==> config.mk <==
export PLATFORM = sky130hd
export DESIGN_NAME = clint_top
export DESIGN_NICKNAME = d
export VERILOG_FILES = /design/src/common/clint_pkg.sv /design/src/clint/clint_bus_slave.sv /design/src/clint/clint_hart_timer.sv /design/src/clint/clint_irq_collect.sv /design/src/clint/clint_mtime.sv /design/src/design/clint_top.sv
export VERILOG_INCLUDE_DIRS = /design/src /design/src/common
export SDC_FILE = /design/constraint.sdc
export NUM_CORES = 1
export LEC_CHECK = 0
export BUFFER_PORTS_ARGS = -buffer_cell sky130_fd_sc_hd__buf_2
export CAP_MARGIN = 20
export CORE_UTILIZATION = 63
export CTS_CLUSTER_DIAMETER = 60
export DETAILED_ROUTE_END_ITERATION = 6
export PLACE_DENSITY = 0.79
export REMOVE_ABC_BUFFERS = 1
export SLEW_MARGIN = 20
export SYNTH_ARGS = -nofsm -noshare
export SYNTH_HDL_FRONTEND = slang
export SYNTH_SLANG_ARGS = --single-unit
==> constraint.sdc <==
create_clock -name clock -period 4 [get_ports clock]
set_clock_uncertainty 0.05 [all_clocks]
set_input_delay 0.2 -clock clock [delete_from_list [all_inputs] [get_ports clock]]
set_output_delay 0.2 -clock clock [all_outputs]
set_load 0.02 [all_outputs]
==> src/common/clint_defs.svh <==
//~~~~~~~~~~~~~~~~~~~~~~~~~~~~~~~~~~~~~~~~~~~~~~~~~~~~~~~~~~
// CLINT configuration
// hart count, bus widths and register map offsets
//~~~~~~~~~~~~~~~~~~~~~~~~~~~~~~~~~~~~~~~~~~~~~~~~~~~~~~~~~~
`ifndef CLINT_DEFS_SVH
`define CLINT_DEFS_SVH

// number of harts served
`define CLINT_NUM_HARTS 4

// hart index width, at least one bit
`define CLINT_HART_W ($clog2(`CLINT_NUM_HARTS) > 0 ? $clog2(`CLINT_NUM_HARTS) : 1)

// bus widths
`define CLINT_ADDR_W 16
`define CLINT_DATA_W 32

// msip words, 4 bytes per hart
`define CLINT_MSIP_BASE 16'h0000
// mtimecmp pairs, 8 bytes per hart
`define CLINT_MTIMECMP_BASE 16'h4000
// mtime low word, high word follows at +4
`define CLINT_MTIME_BASE 16'hBFF8

`endif

==> src/common/clint_pkg.sv <==
//~~~~~~~~~~~~~~~~~~~~~~~~~~~~~~~~~~~~~~~~~~~~~~~~~~~~~~~~~~
// CLINT shared types
// bus channel payloads, response codes and the decoded
// register access passed from the slave to the timers
//~~~~~~~~~~~~~~~~~~~~~~~~~~~~~~~~~~~~~~~~~~~~~~~~~~~~~~~~~~
`default_nettype none

`include "clint_defs.svh"

package clint_pkg;

	typedef logic [`CLINT_HART_W-1:0] hart_idx_t;

	// AXI style response codes
	typedef enum logic [1:0] {
		RESP_OKAY   = 2'b00,
		RESP_SLVERR = 2'b10
	} resp_t;

	typedef struct packed {
		logic [`CLINT_ADDR_W-1:0] addr;
	} clint_ar_t;

	// address and data travel together
	typedef struct packed {
		logic [`CLINT_ADDR_W-1:0] addr;
		logic [`CLINT_DATA_W-1:0] data;
	} clint_aw_t;

	// last is implied high
	typedef struct packed {
		logic [`CLINT_DATA_W-1:0] data;
		resp_t                    resp;
	} clint_r_t;

	// one-hot register target, all zero when idle or unmapped
	typedef struct packed {
		logic mtime_hi;
		logic mtime_lo;
		logic cmp_hi;
		logic cmp_lo;
		logic msip;
	} reg_tgt_t;

	typedef struct packed {
		hart_idx_t                hart;
		reg_tgt_t                 tgt;
		logic                     we;
		logic [`CLINT_DATA_W-1:0] wdata;
	} reg_sel_t;

endpackage

`default_nettype wire

==> src/clint/clint_bus_slave.sv <==
//~~~~~~~~~~~~~~~~~~~~~~~~~~~~~~~~~~~~~~~~~~~~~~~~~~~~~~~~~~
// CLINT bus slave
// AXI-lite style read/write slave, one access in flight,
// decodes the register map into a one-cycle select strobe
//~~~~~~~~~~~~~~~~~~~~~~~~~~~~~~~~~~~~~~~~~~~~~~~~~~~~~~~~~~
`include "clint_defs.svh"
`timescale 1ns/10ps
`default_nettype none

module clint_bus_slave import clint_pkg::*; (
	input  wire logic                     clock,
	input  wire logic                     rstn,
	input  wire logic                     ar_valid_i,
	output logic                          ar_ready_o,
	input  wire clint_ar_t                ar_i,
	output logic                          r_valid_o,
	input  wire logic                     r_ready_i,
	output clint_r_t                      r_o,
	input  wire logic                     aw_valid_i,
	output logic                          aw_ready_o,
	input  wire clint_aw_t                aw_i,
	output logic                          b_valid_o,
	input  wire logic                     b_ready_i,
	output resp_t                         b_resp_o,
	output reg_sel_t                      sel_o,
	input  wire logic [`CLINT_DATA_W-1:0] rd_data_i
);

	typedef enum logic [2:0] {
		ST_IDLE,
		ST_RD_ACC,
		ST_RD_DATA,
		ST_WR_ACC,
		ST_WR_RESP
	} state_t;

	state_t   state_q, state_d;
	reg_sel_t sel_q, sel_d, dec;
	logic     hit, err_q, ar_fire, aw_fire;
	clint_r_t r_q;
	resp_t    b_resp_q;

	function automatic reg_sel_t decode(input logic [`CLINT_ADDR_W-1:0] addr);
		reg_sel_t                 s;
		logic [`CLINT_ADDR_W-1:0] off_msip;
		logic [`CLINT_ADDR_W-1:0] off_cmp;
		s = '0;
		off_msip = addr - `CLINT_MSIP_BASE;
		off_cmp = addr - `CLINT_MTIMECMP_BASE;
		// only word aligned accesses hit a register
		if (addr[1:0] == 2'b00) begin
			if (off_msip < 4 * `CLINT_NUM_HARTS) begin
				s.hart = off_msip[2 +: `CLINT_HART_W];
				s.tgt.msip = 1'b1;
			end else if (off_cmp < 8 * `CLINT_NUM_HARTS) begin
				s.hart = off_cmp[3 +: `CLINT_HART_W];
				s.tgt.cmp_hi = off_cmp[2];
				s.tgt.cmp_lo = ~off_cmp[2];
			end else if (addr == `CLINT_MTIME_BASE) begin
				s.tgt.mtime_lo = 1'b1;
			end else if (addr == `CLINT_MTIME_BASE + 4) begin
				s.tgt.mtime_hi = 1'b1;
			end
		end
		return s;
	endfunction

	// write wins when both arrive in the same idle cycle
	assign aw_ready_o = (state_q == ST_IDLE);
	assign ar_ready_o = (state_q == ST_IDLE) && !aw_valid_i;
	assign aw_fire = aw_valid_i && aw_ready_o;
	assign ar_fire = ar_valid_i && ar_ready_o;

	assign dec = decode(aw_valid_i ? aw_i.addr : ar_i.addr);
	assign hit = |dec.tgt;

	always_comb begin
		sel_d = '0;
		if (aw_fire) begin
			sel_d = dec;
			sel_d.we = hit;
			sel_d.wdata = aw_i.data;
		end else if (ar_fire) begin
			sel_d = dec;
		end
	end

	always_comb begin
		state_d = state_q;
		case (state_q)
			ST_IDLE: begin
				if (aw_valid_i)
					state_d = ST_WR_ACC;
				else if (ar_valid_i)
					state_d = ST_RD_ACC;
			end
			ST_RD_ACC:  state_d = ST_RD_DATA;
			ST_RD_DATA: if (r_ready_i) state_d = ST_IDLE;
			ST_WR_ACC:  state_d = ST_WR_RESP;
			ST_WR_RESP: if (b_ready_i) state_d = ST_IDLE;
			default:    state_d = ST_IDLE;
		endcase
	end

	// sel is cleared every cycle so it pulses for the access cycle
	always_ff @(posedge clock) begin
		if (!rstn) begin
			state_q <= ST_IDLE;
			sel_q <= '0;
		end else begin
			state_q <= state_d;
			sel_q <= sel_d;
		end
	end

	always_ff @(posedge clock) begin
		if (aw_fire || ar_fire)
			err_q <= ~hit;
		if (state_q == ST_RD_ACC) begin
			r_q.data <= err_q ? '0 : rd_data_i;
			r_q.resp <= err_q ? RESP_SLVERR : RESP_OKAY;
		end
		if (state_q == ST_WR_ACC)
			b_resp_q <= err_q ? RESP_SLVERR : RESP_OKAY;
	end

	assign sel_o = sel_q;
	assign r_o = r_q;
	assign r_valid_o = (state_q == ST_RD_DATA);
	assign b_valid_o = (state_q == ST_WR_RESP);
	assign b_resp_o = b_resp_q;

	// a stalled response keeps its valid and its payload
	a_r_hold: assert property (@(posedge clock) disable iff (!rstn)
		r_valid_o && !r_ready_i |=> r_valid_o && $stable(r_o));
	a_b_hold: assert property (@(posedge clock) disable iff (!rstn)
		b_valid_o && !b_ready_i |=> b_valid_o && $stable(b_resp_o));
	a_we_pulse: assert property (@(posedge clock) disable iff (!rstn)
		sel_o.we |=> !sel_o.we);

endmodule

`default_nettype wire

==> src/clint/clint_hart_timer.sv <==
//~~~~~~~~~~~~~~~~~~~~~~~~~~~~~~~~~~~~~~~~~~~~~~~~~~~~~~~~~~
// CLINT hart timer
// one hart's mtimecmp and msip, the registered timer
// compare and the read-back word for this hart
//~~~~~~~~~~~~~~~~~~~~~~~~~~~~~~~~~~~~~~~~~~~~~~~~~~~~~~~~~~
`include "clint_defs.svh"
`timescale 1ns/10ps
`default_nettype none

module clint_hart_timer import clint_pkg::*; (
	input  wire logic                     clock,
	input  wire logic                     rstn,
	input  wire hart_idx_t                hart_id_i,
	input  wire reg_sel_t                 sel_i,
	input  wire logic [63:0]              mtime_i,
	output logic                          mtip_o,
	output logic                          msip_o,
	output logic [`CLINT_DATA_W-1:0]      rdata_o
);

	logic [63:0] mtimecmp_q;
	logic        msip_q, mtip_q;
	logic        hit;

	// only this hart reacts to a select carrying its index
	assign hit = (sel_i.hart == hart_id_i);

	always_ff @(posedge clock) begin
		if (!rstn) begin
			mtimecmp_q <= '1;
			msip_q <= 1'b0;
		end else if (sel_i.we && hit) begin
			if (sel_i.tgt.cmp_lo)
				mtimecmp_q[`CLINT_DATA_W-1:0] <= sel_i.wdata;
			if (sel_i.tgt.cmp_hi)
				mtimecmp_q[63:`CLINT_DATA_W] <= sel_i.wdata;
			if (sel_i.tgt.msip)
				msip_q <= sel_i.wdata[0];
		end
	end

	// compare is registered, so mtip lags mtime by a cycle
	always_ff @(posedge clock) begin
		if (!rstn)
			mtip_q <= 1'b0;
		else
			mtip_q <= (mtime_i >= mtimecmp_q);
	end

	assign mtip_o = mtip_q;
	assign msip_o = msip_q;

	always_comb begin
		rdata_o = '0;
		if (hit) begin
			if (sel_i.tgt.msip)
				rdata_o = {{(`CLINT_DATA_W-1){1'b0}}, msip_q};
			else if (sel_i.tgt.cmp_lo)
				rdata_o = mtimecmp_q[`CLINT_DATA_W-1:0];
			else if (sel_i.tgt.cmp_hi)
				rdata_o = mtimecmp_q[63:`CLINT_DATA_W];
		end
	end

	// msip moves only on a write aimed at this hart's msip word
	a_msip_hold: assert property (@(posedge clock) disable iff (!rstn)
		!(sel_i.we && hit && sel_i.tgt.msip) |=> $stable(msip_o));

endmodule

`default_nettype wire

==> src/clint/clint_irq_collect.sv <==
//~~~~~~~~~~~~~~~~~~~~~~~~~~~~~~~~~~~~~~~~~~~~~~~~~~~~~~~~~~
// CLINT interrupt collector
// packs per-hart interrupt lines into vectors and merges
// the read words of the harts and mtime for the bus
//~~~~~~~~~~~~~~~~~~~~~~~~~~~~~~~~~~~~~~~~~~~~~~~~~~~~~~~~~~
`include "clint_defs.svh"
`timescale 1ns/10ps
`default_nettype none

module clint_irq_collect import clint_pkg::*; (
	input  wire logic                        clock,
	input  wire logic                        rstn,
	input  wire reg_sel_t                    sel_i,
	input  wire logic [`CLINT_DATA_W-1:0]    mtime_rd_i,
	input  wire logic                        hart_mtip_i [`CLINT_NUM_HARTS],
	input  wire logic                        hart_msip_i [`CLINT_NUM_HARTS],
	input  wire logic [`CLINT_DATA_W-1:0]    hart_rdata_i [`CLINT_NUM_HARTS],
	output logic [`CLINT_NUM_HARTS-1:0]      mtip_o,
	output logic [`CLINT_NUM_HARTS-1:0]      msip_o,
	output logic [`CLINT_DATA_W-1:0]         rd_data_o
);

	logic [`CLINT_DATA_W-1:0]   hart_or;
	logic [`CLINT_NUM_HARTS-1:0] hart_nz;

	// unaddressed harts return zero, so an OR is enough
	always_comb begin
		hart_or = '0;
		for (int h = 0; h < `CLINT_NUM_HARTS; h++) begin
			mtip_o[h] = hart_mtip_i[h];
			msip_o[h] = hart_msip_i[h];
			hart_or = hart_or | hart_rdata_i[h];
			hart_nz[h] = |hart_rdata_i[h];
		end
	end

	assign rd_data_o = (sel_i.tgt.mtime_lo || sel_i.tgt.mtime_hi) ? mtime_rd_i : hart_or;

	// index compare in the harts must select at most one of them
	a_one_rdata: assert property (@(posedge clock) disable iff (!rstn)
		$onehot0(hart_nz));

endmodule

`default_nettype wire

==> src/clint/clint_mtime.sv <==
//~~~~~~~~~~~~~~~~~~~~~~~~~~~~~~~~~~~~~~~~~~~~~~~~~~~~~~~~~~
// CLINT machine time
// shared 64-bit mtime counter, advanced by the rtc tick,
// with word writes and word read-back
//~~~~~~~~~~~~~~~~~~~~~~~~~~~~~~~~~~~~~~~~~~~~~~~~~~~~~~~~~~
`include "clint_defs.svh"
`timescale 1ns/10ps
`default_nettype none

module clint_mtime import clint_pkg::*; (
	input  wire logic                     clock,
	input  wire logic                     rstn,
	input  wire logic                     rtc_tick_i,
	input  wire reg_sel_t                 sel_i,
	output logic [63:0]                   mtime_o,
	output logic [`CLINT_DATA_W-1:0]      mtime_rd_o
);

	logic [63:0] mtime_q;
	logic        wr_lo, wr_hi;

	assign wr_lo = sel_i.we && sel_i.tgt.mtime_lo;
	assign wr_hi = sel_i.we && sel_i.tgt.mtime_hi;

	// a write to either half takes the place of that tick
	always_ff @(posedge clock) begin
		if (!rstn) begin
			mtime_q <= '0;
		end else if (wr_lo) begin
			mtime_q[`CLINT_DATA_W-1:0] <= sel_i.wdata;
		end else if (wr_hi) begin
			mtime_q[63:`CLINT_DATA_W] <= sel_i.wdata;
		end else if (rtc_tick_i) begin
			mtime_q <= mtime_q + 64'd1;
		end
	end

	assign mtime_o = mtime_q;

	// word for the read path, zero unless mtime is addressed
	always_comb begin
		if (sel_i.tgt.mtime_hi)
			mtime_rd_o = mtime_q[63:`CLINT_DATA_W];
		else if (sel_i.tgt.mtime_lo)
			mtime_rd_o = mtime_q[`CLINT_DATA_W-1:0];
		else
			mtime_rd_o = '0;
	end

endmodule

`default_nettype wire

==> src/design/clint_top.sv <==
//~~~~~~~~~~~~~~~~~~~~~~~~~~~~~~~~~~~~~~~~~~~~~~~~~~~~~~~~~~
// CLINT top level
// bus slave, shared mtime, per-hart timers and the
// interrupt collector for a multi-hart RISC-V system
//~~~~~~~~~~~~~~~~~~~~~~~~~~~~~~~~~~~~~~~~~~~~~~~~~~~~~~~~~~
`include "clint_defs.svh"
`timescale 1ns/10ps
`default_nettype none

module clint_top import clint_pkg::*; (
	input  wire logic                        clock,
	input  wire logic                        rstn,
	input  wire logic                        rtc_tick_i,
	input  wire logic                        ar_valid_i,
	output logic                             ar_ready_o,
	input  wire clint_ar_t                   ar_i,
	output logic                             r_valid_o,
	input  wire logic                        r_ready_i,
	output clint_r_t                         r_o,
	input  wire logic                        aw_valid_i,
	output logic                             aw_ready_o,
	input  wire clint_aw_t                   aw_i,
	output logic                             b_valid_o,
	input  wire logic                        b_ready_i,
	output resp_t                            b_resp_o,
	output logic [`CLINT_NUM_HARTS-1:0]      mtip_o,
	output logic [`CLINT_NUM_HARTS-1:0]      msip_o
);

	reg_sel_t                 sel;
	logic [63:0]              mtime;
	logic [`CLINT_DATA_W-1:0] mtime_rd;
	logic [`CLINT_DATA_W-1:0] rd_data;
	logic                     hart_mtip [`CLINT_NUM_HARTS];
	logic                     hart_msip [`CLINT_NUM_HARTS];
	logic [`CLINT_DATA_W-1:0] hart_rdata [`CLINT_NUM_HARTS];

	clint_bus_slave u_bus_slave (
		.clock      (clock),
		.rstn       (rstn),
		.ar_valid_i (ar_valid_i),
		.ar_ready_o (ar_ready_o),
		.ar_i       (ar_i),
		.r_valid_o  (r_valid_o),
		.r_ready_i  (r_ready_i),
		.r_o        (r_o),
		.aw_valid_i (aw_valid_i),
		.aw_ready_o (aw_ready_o),
		.aw_i       (aw_i),
		.b_valid_o  (b_valid_o),
		.b_ready_i  (b_ready_i),
		.b_resp_o   (b_resp_o),
		.sel_o      (sel),
		.rd_data_i  (rd_data)
	);

	clint_mtime u_mtime (
		.clock      (clock),
		.rstn       (rstn),
		.rtc_tick_i (rtc_tick_i),
		.sel_i      (sel),
		.mtime_o    (mtime),
		.mtime_rd_o (mtime_rd)
	);

	// each unit learns its index from the loop variable
	for (genvar h = 0; h < `CLINT_NUM_HARTS; h++) begin : g_hart
		clint_hart_timer u_timer (
			.clock     (clock),
			.rstn      (rstn),
			.hart_id_i (hart_idx_t'(h)),
			.sel_i     (sel),
			.mtime_i   (mtime),
			.mtip_o    (hart_mtip[h]),
			.msip_o    (hart_msip[h]),
			.rdata_o   (hart_rdata[h])
		);
	end

	clint_irq_collect u_collect (
		.clock        (clock),
		.rstn         (rstn),
		.sel_i        (sel),
		.mtime_rd_i   (mtime_rd),
		.hart_mtip_i  (hart_mtip),
		.hart_msip_i  (hart_msip),
		.hart_rdata_i (hart_rdata),
		.mtip_o       (mtip_o),
		.msip_o       (msip_o),
		.rd_data_o    (rd_data)
	);

endmodule

`default_nettype wire

# ---- Yosys cells after proc, flatten, opt, wreduce, memory -nomap -nowiden
# Cells that the tools add are included.
dict set report word_totals {
  register_bits 408
  input_bits 71
  out_inout_bits 48
  wordCells 133
}
dict set report op_classes {
  addsub 2
  n_lt_le_gt_ge 6
  n_eq_ne 13
  n_mux 42
  n_bitwise 6
  n_reduce_logical 33
}
# operator count
set op_table {}
lappend op_table {{$mux W32} 22}
lappend op_table {{$ge A64 B64 Y1} 4}
lappend op_table {{$or A32 B32 Y32} 3}
lappend op_table {{$mux W40} 2}
lappend op_table {{$add A64 B1 Y64 const B} 1}
lappend op_table {{$mux W64} 1}
lappend op_table {{$eq A16 B16 Y1 const B} 2}
lappend op_table {{$reduce_and A2 Y1} 14}
lappend op_table {{$lt A16 B5 Y1 const B} 1}
lappend op_table {{$lt A16 B6 Y1 const B} 1}
lappend op_table {{$mux W16} 1}
lappend op_table {{$sub A16 B15 Y16 const B} 1}
lappend op_table {{$pmux W3 S5} 1}
lappend op_table {{$mux W3} 4}
lappend op_table {{$mux W2} 5}
lappend op_table {{$logic_and A1 B1 Y1} 9}
lappend op_table {{$mux W7} 1}
lappend op_table {{$eq A3 B2 Y1 const B} 2}
lappend op_table {{$ne A2 B1 Y1 const B} 3}
lappend op_table {{$reduce_or A5 Y1} 1}
lappend op_table {{$eq A2 B2 Y1 const B} 2}
lappend op_table {{$logic_not A2 Y1} 2}
lappend op_table {{$mux W1} 4}
lappend op_table {{$mux W4} 1}
lappend op_table {{other kinds (10)} 14}

# ---- Depth between registers and ports, before layout
dict set report depth {
  ltp_word 9
  mapped_depth 9
  depth_no_buf 8
}

# ---- Modules after synthesis
# From an unflattened synthesis, not the netlist that was laid out.
dict set report unflattened {
  hier_cells 3445
  hier_area_um2 25956.1
}
# module n_inst cells_each area_per_inst_um2 seq_area_each_um2
set by_module_without_submodules {}
lappend by_module_without_submodules {{clint_hart_timer (g_hart[0].u_timer ...)} 3 601 4414.2 1321.3}
lappend by_module_without_submodules {clint_mtime 1 704 4798.4 1281.2}
lappend by_module_without_submodules {{clint_hart_timer (g_hart[2].u_timer)} 1 602 4399.2 1321.3}
lappend by_module_without_submodules {clint_bus_slave 1 220 2855.2 1911.8}
lappend by_module_without_submodules {clint_irq_collect 1 114 653.1 0.0}
lappend by_module_without_submodules {clint_top 1 2 7.5 0.0}

# ---- Worst setup path after synthesis
# No wires, ideal clock.
dict set report synth_timing {
  path_type {reg-to-reg}
  from {register u_bus_slave.state_q[0]}
  to {register u_bus_slave.r_q (netlist bit u_bus_slave.r_o[10]), enable pin}
  setup_ns 0.471
  arrival_ns 2.899
  t_required_ns 3.479
  path_slack_ns 0.580
  path_stages_with_launch 2
  n_path_buf 0
  synth_period_minus_slack_ns 3.420
  cell_sequence {dfxtp_1 nor3b_1}
}
dict set report synth_via {
  elab_chain_cells 1
}
# element line
set synth_lines {}
lappend synth_lines {{start: declaration} clint_bus_slave.sv:37} ;# state_t state_q, state_d;
lappend synth_lines {{start signal: assignment} clint_bus_slave.sv:111} ;# state_q <= state_d;
lappend synth_lines {{$eq A3 B1 Y1} clint_bus_slave.sv:119} ;# if (state_q == ST_RD_ACC) begin
lappend synth_lines {{end: declaration} clint_bus_slave.sv:40} ;# clint_r_t r_q;
# Every way passes these cells.
# A chain may end at the register's enable or synchronous reset.

# ---- Worst setup path in the final report
dict set report layout_timing {
  from {register u_mtime.mtime_q[0] (netlist: u_mtime.mtime_o[0])}
  to {register g_hart[2].u_timer.mtip_q}
}
dict set report layout_via {
  elab_chain_cells 1
}
# element line
set layout_lines {}
lappend layout_lines {{start: declaration} clint_mtime.sv:19} ;# logic [63:0] mtime_q;
lappend layout_lines {{start signal: indexed assignment} clint_mtime.sv:30} ;# mtime_q[`CLINT_DATA_W-1:0] <= sel_i.wdata;
lappend layout_lines {{start signal: indexed assignment} clint_mtime.sv:32} ;# mtime_q[63:`CLINT_DATA_W] <= sel_i.wdata;
lappend layout_lines {{start signal: assignment} clint_mtime.sv:34} ;# mtime_q <= mtime_q + 64'd1;
lappend layout_lines {{$ge A64 B64 Y1} clint_hart_timer.sv:47} ;# mtip_q <= (mtime_i >= mtimecmp_q);
lappend layout_lines {{end signal: assignment} clint_hart_timer.sv:47}
lappend layout_lines {{end: declaration} clint_hart_timer.sv:22} ;# logic msip_q, mtip_q;
# Every way passes these cells.

==> impl_metrics.prom <==
# TYPE chip_impl_metric gauge
chip_impl_metric{name="io_pins",unit=""} 119
chip_impl_info{name="synth.cells.most_frequent",value="nand2_1, dfxtp_1, o211ai_1"} 1
chip_impl_info{name="slowest_stage",value="a2111oi_1"} 1
chip_impl_metric{name="total_die_area",unit="um2"} 39600
chip_impl_metric{name="internal_power",unit="mW"} 6.84
chip_impl_metric{name="clkLatencyLatePin",unit="ps"} 590
chip_impl_metric{name="fill_cell_instance_count_of_the_final_layout",unit=""} 2957
chip_impl_metric{name="fp.dieH",unit="um"} 199
chip_impl_metric{name="antenna_violations_before_repair",unit=""} 0
chip_impl_metric{name="crit_path_max_incr_delay",unit="ps"} 880
chip_impl_info{name="root_buffer",value="clkbuf_16"} 1
chip_impl_metric{name="drt_first_pass_iters",unit=""} 7
chip_impl_metric{name="num_vias",unit=""} 23100
chip_impl_metric{name="worst_slew_margin_rel",unit="%"} 26.1
chip_impl_metric{name="cts_buffer_depth",unit=""} 3
chip_impl_metric{name="mappedNetlistArea",unit="um2"} 24500
chip_impl_metric{name="net_count_reported_at_finish",unit=""} 3197
chip_impl_info{name="yosys.cell_count.top_type",value="nand2_1"} 1
chip_impl_info{name="synth_top_flop_cell",value="dfxtp_1"} 1
chip_impl_metric{name="antennaDiodeCount",unit=""} 0
chip_impl_metric{name="timing.final.ws_setup",unit="ps"} 1110
chip_impl_metric{name="postRouteAntennaNets",unit=""} 0
chip_impl_metric{name="report.final.slew_viol_count",unit=""} 0
chip_impl_metric{name="route.detailed.drc",unit=""} 0
chip_impl_metric{name="grt_pass1_vias",unit=""} 22000
chip_impl_metric{name="tightest_slew",unit="ps"} 1100
chip_impl_metric{name="die_w",unit="um"} 199
chip_impl_metric{name="grt_use_total",unit="%"} 42.4
chip_impl_metric{name="placed_cells_incl_taps",unit=""} 3292
chip_impl_metric{name="area_growth_syn_to_layout",unit="%"} 11.5
chip_impl_metric{name="worstHoldPathCells",unit=""} 2
chip_impl_metric{name="asyncSetResetFlopFracSynth",unit="%"} 0
chip_impl_metric{name="clock_sinks",unit=""} 406
chip_impl_metric{name="timing.final.hold_violations",unit=""} 0
chip_impl_metric{name="portBuffers",unit=""} 116
chip_impl_metric{name="finalCriticalPeriod",unit="ps"} 2890
chip_impl_metric{name="cts_inserted_buffers",unit=""} 45
chip_impl_metric{name="ys_seq_elements",unit=""} 406
chip_impl_info{name="min_delay_worst_endpoint",value="g_hart[3].u_timer.mtimecmp_q[63]$_SDFFE_PN1P_"} 1
chip_impl_info{name="hold_class",value="in -> reg"} 1
chip_impl_metric{name="routed_wl",unit="um"} 83400
chip_impl_metric{name="place_hpwl",unit="um"} 58400
chip_impl_metric{name="grt_pass1_wl",unit="um"} 127000
chip_impl_metric{name="design.core.area",unit="um2"} 37900
chip_impl_info{name="reg_to_reg_startpoint",value="u_mtime.mtime_o[0]$_SDFFE_PN0P_"} 1
chip_impl_info{name="crit_chain",value="inv_1, ha_1, nand2b_1, a2111oi_1, or4_1, a31oi_1, nor3b_1, buf_4, o21ai_1"} 1
chip_impl_metric{name="drt_iter0_markers",unit=""} 2751
chip_impl_info{name="critPathKind",value="reg -> reg"} 1
chip_impl_metric{name="share_comb_of_total_power",unit="%"} 3.7
chip_impl_info{name="cts_tree",value="yes"} 1
chip_impl_metric{name="drv_cap",unit=""} 0
chip_impl_info{name="top_family_by_delay_on_critical_path",value="compound AO/OA/AOI/OAI gates"} 1
chip_impl_metric{name="yosysSeqAreaShare",unit="%"} 34.7
chip_impl_metric{name="leakagePower",unit="nW"} 12.9
chip_impl_info{name="worst_r2r_endpoint",value="g_hart[2].u_timer.mtip_o$_SDFF_PN0_"} 1
chip_impl_metric{name="finalCritPeriodShare",unit="%"} 72.2
chip_impl_metric{name="netlist-cell-type-count",unit=""} 83
chip_impl_metric{name="pre_cts_slack",unit="ps"} 1020
chip_impl_metric{name="max_clock_freq",unit="MHz"} 346
chip_impl_metric{name="gr-total-overflow",unit=""} 0
chip_impl_metric{name="htree_num_levels",unit=""} 2
chip_impl_metric{name="power.switching",unit="mW"} 2.07
chip_impl_metric{name="postLayoutCoreUtil",unit="%"} 71.9
chip_impl_metric{name="routed_wirelength_normalized_by_instance_count",unit="um"} 24.4
chip_impl_metric{name="irDropWorstVdd",unit="mV"} 0.407
chip_impl_metric{name="setup_viol",unit=""} 0
chip_impl_metric{name="netlist_instances",unit=""} 2817
chip_impl_metric{name="timing.critical_path.buf_inv",unit=""} 2
chip_impl_metric{name="syn_avg_cell_area",unit="um2"} 8.68
chip_impl_metric{name="yosys_warnings",unit=""} 0
chip_impl_metric{name="initial_core_utilization",unit="%"} 64.5
chip_impl_metric{name="row_count",unit=""} 71
chip_impl_info{name="setup.worst_path.end_class",value="flip-flop"} 1
chip_impl_metric{name="cp_data_arrival_time",unit="ps"} 3300
chip_impl_metric{name="rrSetupSlack",unit="ps"} 1110
chip_impl_metric{name="synth_edf_count",unit=""} 35
chip_impl_metric{name="synth_top_area_share",unit="%"} 30.4
chip_impl_info{name="cp-start-kind",value="flip-flop"} 1
chip_impl_info{name="min_from",value="rstn"} 1
chip_impl_info{name="netlist.top_cell.by_area",value="dfxtp_1"} 1
chip_impl_metric{name="layout.cells.non_filler",unit=""} 3413
chip_impl_metric{name="fraction_of_layout_instances_using_a_drive_strength_above_1",unit="%"} 11.3
chip_impl_metric{name="timing.critical_path.fanout_max",unit=""} 6
chip_impl_metric{name="grt_max_degree",unit=""} 83
chip_impl_metric{name="pwr-share-clk",unit="%"} 48.9
chip_impl_info{name="synth.area.top_cells",value="dfxtp_1, ha_1, o211ai_1, nand2_1, mux4_2"} 1
chip_impl_metric{name="required",unit="ps"} 4410
chip_impl_metric{name="reg2regPathDepth",unit=""} 9
chip_impl_info{name="status",value="finished, final reports clean"} 1
chip_impl_metric{name="power.switching_fraction",unit="%"} 23.3
chip_impl_metric{name="pwr-share-seq",unit="%"} 47.4
chip_impl_metric{name="power_density",unit="nW/um2"} 327
chip_impl_metric{name="avgViaCountPerCell",unit=""} 6.78
chip_impl_info{name="setup_repair_after_global_routing_missed_its_margin",value="false"} 1
chip_impl_metric{name="gp_routability_congestion",unit=""} 1.03
chip_impl_metric{name="post_cts.resized_instances",unit=""} 0
chip_impl_metric{name="clkTransAtPathRegs",unit="ps"} 60
cells in the final DEF (no fill, tap or decap), types with 11 or more instances in the layout:
| master | netlist | routed |
|---|---|---|
| nor3_1 | 39 | 38 |
| nand2_1 | 387 | 386 |
| mux4_2 | 62 | 62 |
| clkbuf_16 | 0 | 46 |
| nor2b_1 | 39 | 38 |
| a22o_1 | 32 | 32 |
| o211ai_1 | 273 | 273 |
| buf_2 | 20 | 115 |
| o21ai_0 | 81 | 81 |
| dfxtp_1 | 371 | 367 |
| inv_1 | 272 | 272 |
| clkbuf_1 | 157 | 13 |
| a222oi_1 | 31 | 31 |
| and3_1 | 20 | 20 |
| ha_1 | 257 | 257 |
| nand3_1 | 55 | 55 |
| a21oi_1 | 133 | 133 |
| dlygate4sd3_1 | 0 | 41 |
| nor4_1 | 24 | 24 |
| nor2_1 | 131 | 123 |
| and2_1 | 46 | 46 |
| xnor2_1 | 17 | 17 |
| mux2i_1 | 11 | 11 |
| edfxtp_1 | 35 | 35 |
| a211oi_1 | 28 | 28 |
| buf_4 | 11 | 41 |
| a21o_1 | 36 | 36 |
| nand2b_1 | 13 | 13 |
| nand4_1 | 75 | 75 |
| xor2_1 | 14 | 14 |
| and4_1 | 13 | 13 |
power groups by stage:
stage / sequential, mW / combinational, mW / clock [mW]
CTS: 4.22 / 0.319 / 4.35
floorplan: 4.29 / 0.101 / 0
finish: 4.23 / 0.331 / 4.35
global placement: 4.31 / 0.281 / 0
global route: 4.23 / 0.349 / 4.52
detailed placement: 4.31 / 0.287 / 0
layer usage:
layer  track usage (%)  share of wire (%)  vias up
met5                 0                  0        -
met1              57.8                 40    11000
met2              63.5                 43     1521
met4              21.2                5.3        0
li1                  -                  -    10300
met3              8.83                 12      294
area by class of cell:
class | count | area [um2] | share of cell area, %
clock buffers | 63 | 1250 | 4.60
clock inverters | 17 | 253 | 0.927
inverters | 272 | 1020 | 3.74
multi-input cells | 1942 | 14200 | 52.2
flip-flops and latches | 406 | 8490 | 31.1
well taps | 511 | 639 | 2.34
repair buffers | 202 | 1390 | 5.09
per-stage QoR:
stage               area, um2  power (mW)  TNS [ps]  hold slack (ps)
floorplan               23700        4.39   -262240              212
global placement        25400        4.59         0              348
detailed placement      25400        4.60         0              352
CTS                     27300        8.89         0             3.98
global route            27300        9.09         0             40.2
finish                  27300        8.91         0             37.6
state kept, by name, indices dropped and copies added, names as in the netlist:
register,flops
u_bus_slave.r_o,33
g_hart.u_timer.mtimecmp_q,256
u_bus_slave.err_q,1
u_bus_slave.sel_o,40
u_bus_slave.b_resp_o,1
u_mtime.mtime_o,64
g_hart.u_timer.mtip_o,4
u_bus_slave.state_q,3
g_hart.u_timer.msip_o,4
worst max-delay path by stage:
stage	start	to	slack, ps	depth (start not counted)
finish	u_mtime.mtime_o[0]$_SDFFE_PN0P_	g_hart[2].u_timer.mtip_o$_SDFF_PN0_	1110	9
global route	u_mtime.mtime_o[0]$_SDFFE_PN0P_	g_hart[2].u_timer.mtip_o$_SDFF_PN0_	1020	9
CTS	u_mtime.mtime_o[0]$_SDFFE_PN0P_	g_hart[2].u_timer.mtip_o$_SDFF_PN0_	1030	9
detailed placement	u_mtime.mtime_o[0]$_SDFFE_PN0P_	g_hart[2].u_timer.mtip_o$_SDFF_PN0_	1020	9
global placement	u_mtime.mtime_o[0]$_SDFFE_PN0P_	g_hart[2].u_timer.mtip_o$_SDFF_PN0_	1070	9
floorplan	u_bus_slave.sel_o[38]$_SDFF_PN0_	g_hart[1].u_timer.mtimecmp_q[0]$_SDFFE_PN1P_	-1480	4
repair_timing:
item | 4_1_cts | 5_1_grt
hold buffers | 41 | 0
setup buffers | 0 | 0
endpoints found under the hold margin | 42 | 0
cell families after synthesis:
family / after synthesis / synth area share (%)
AOI/OAI and AO/OA: 684 / 19.5
and+or+nand+nor: 893 / 17.8
muxes: 75 / 6.25
DFF: 406 / 34.7
other: 1 / 0.0153
xor gates and xnor gates: 31 / 1.11
buffers and inverters: 470 / 7.49
adders and majority gates: 257 / 13.1
No activity file was read; power rests on OpenSTA's default activity.
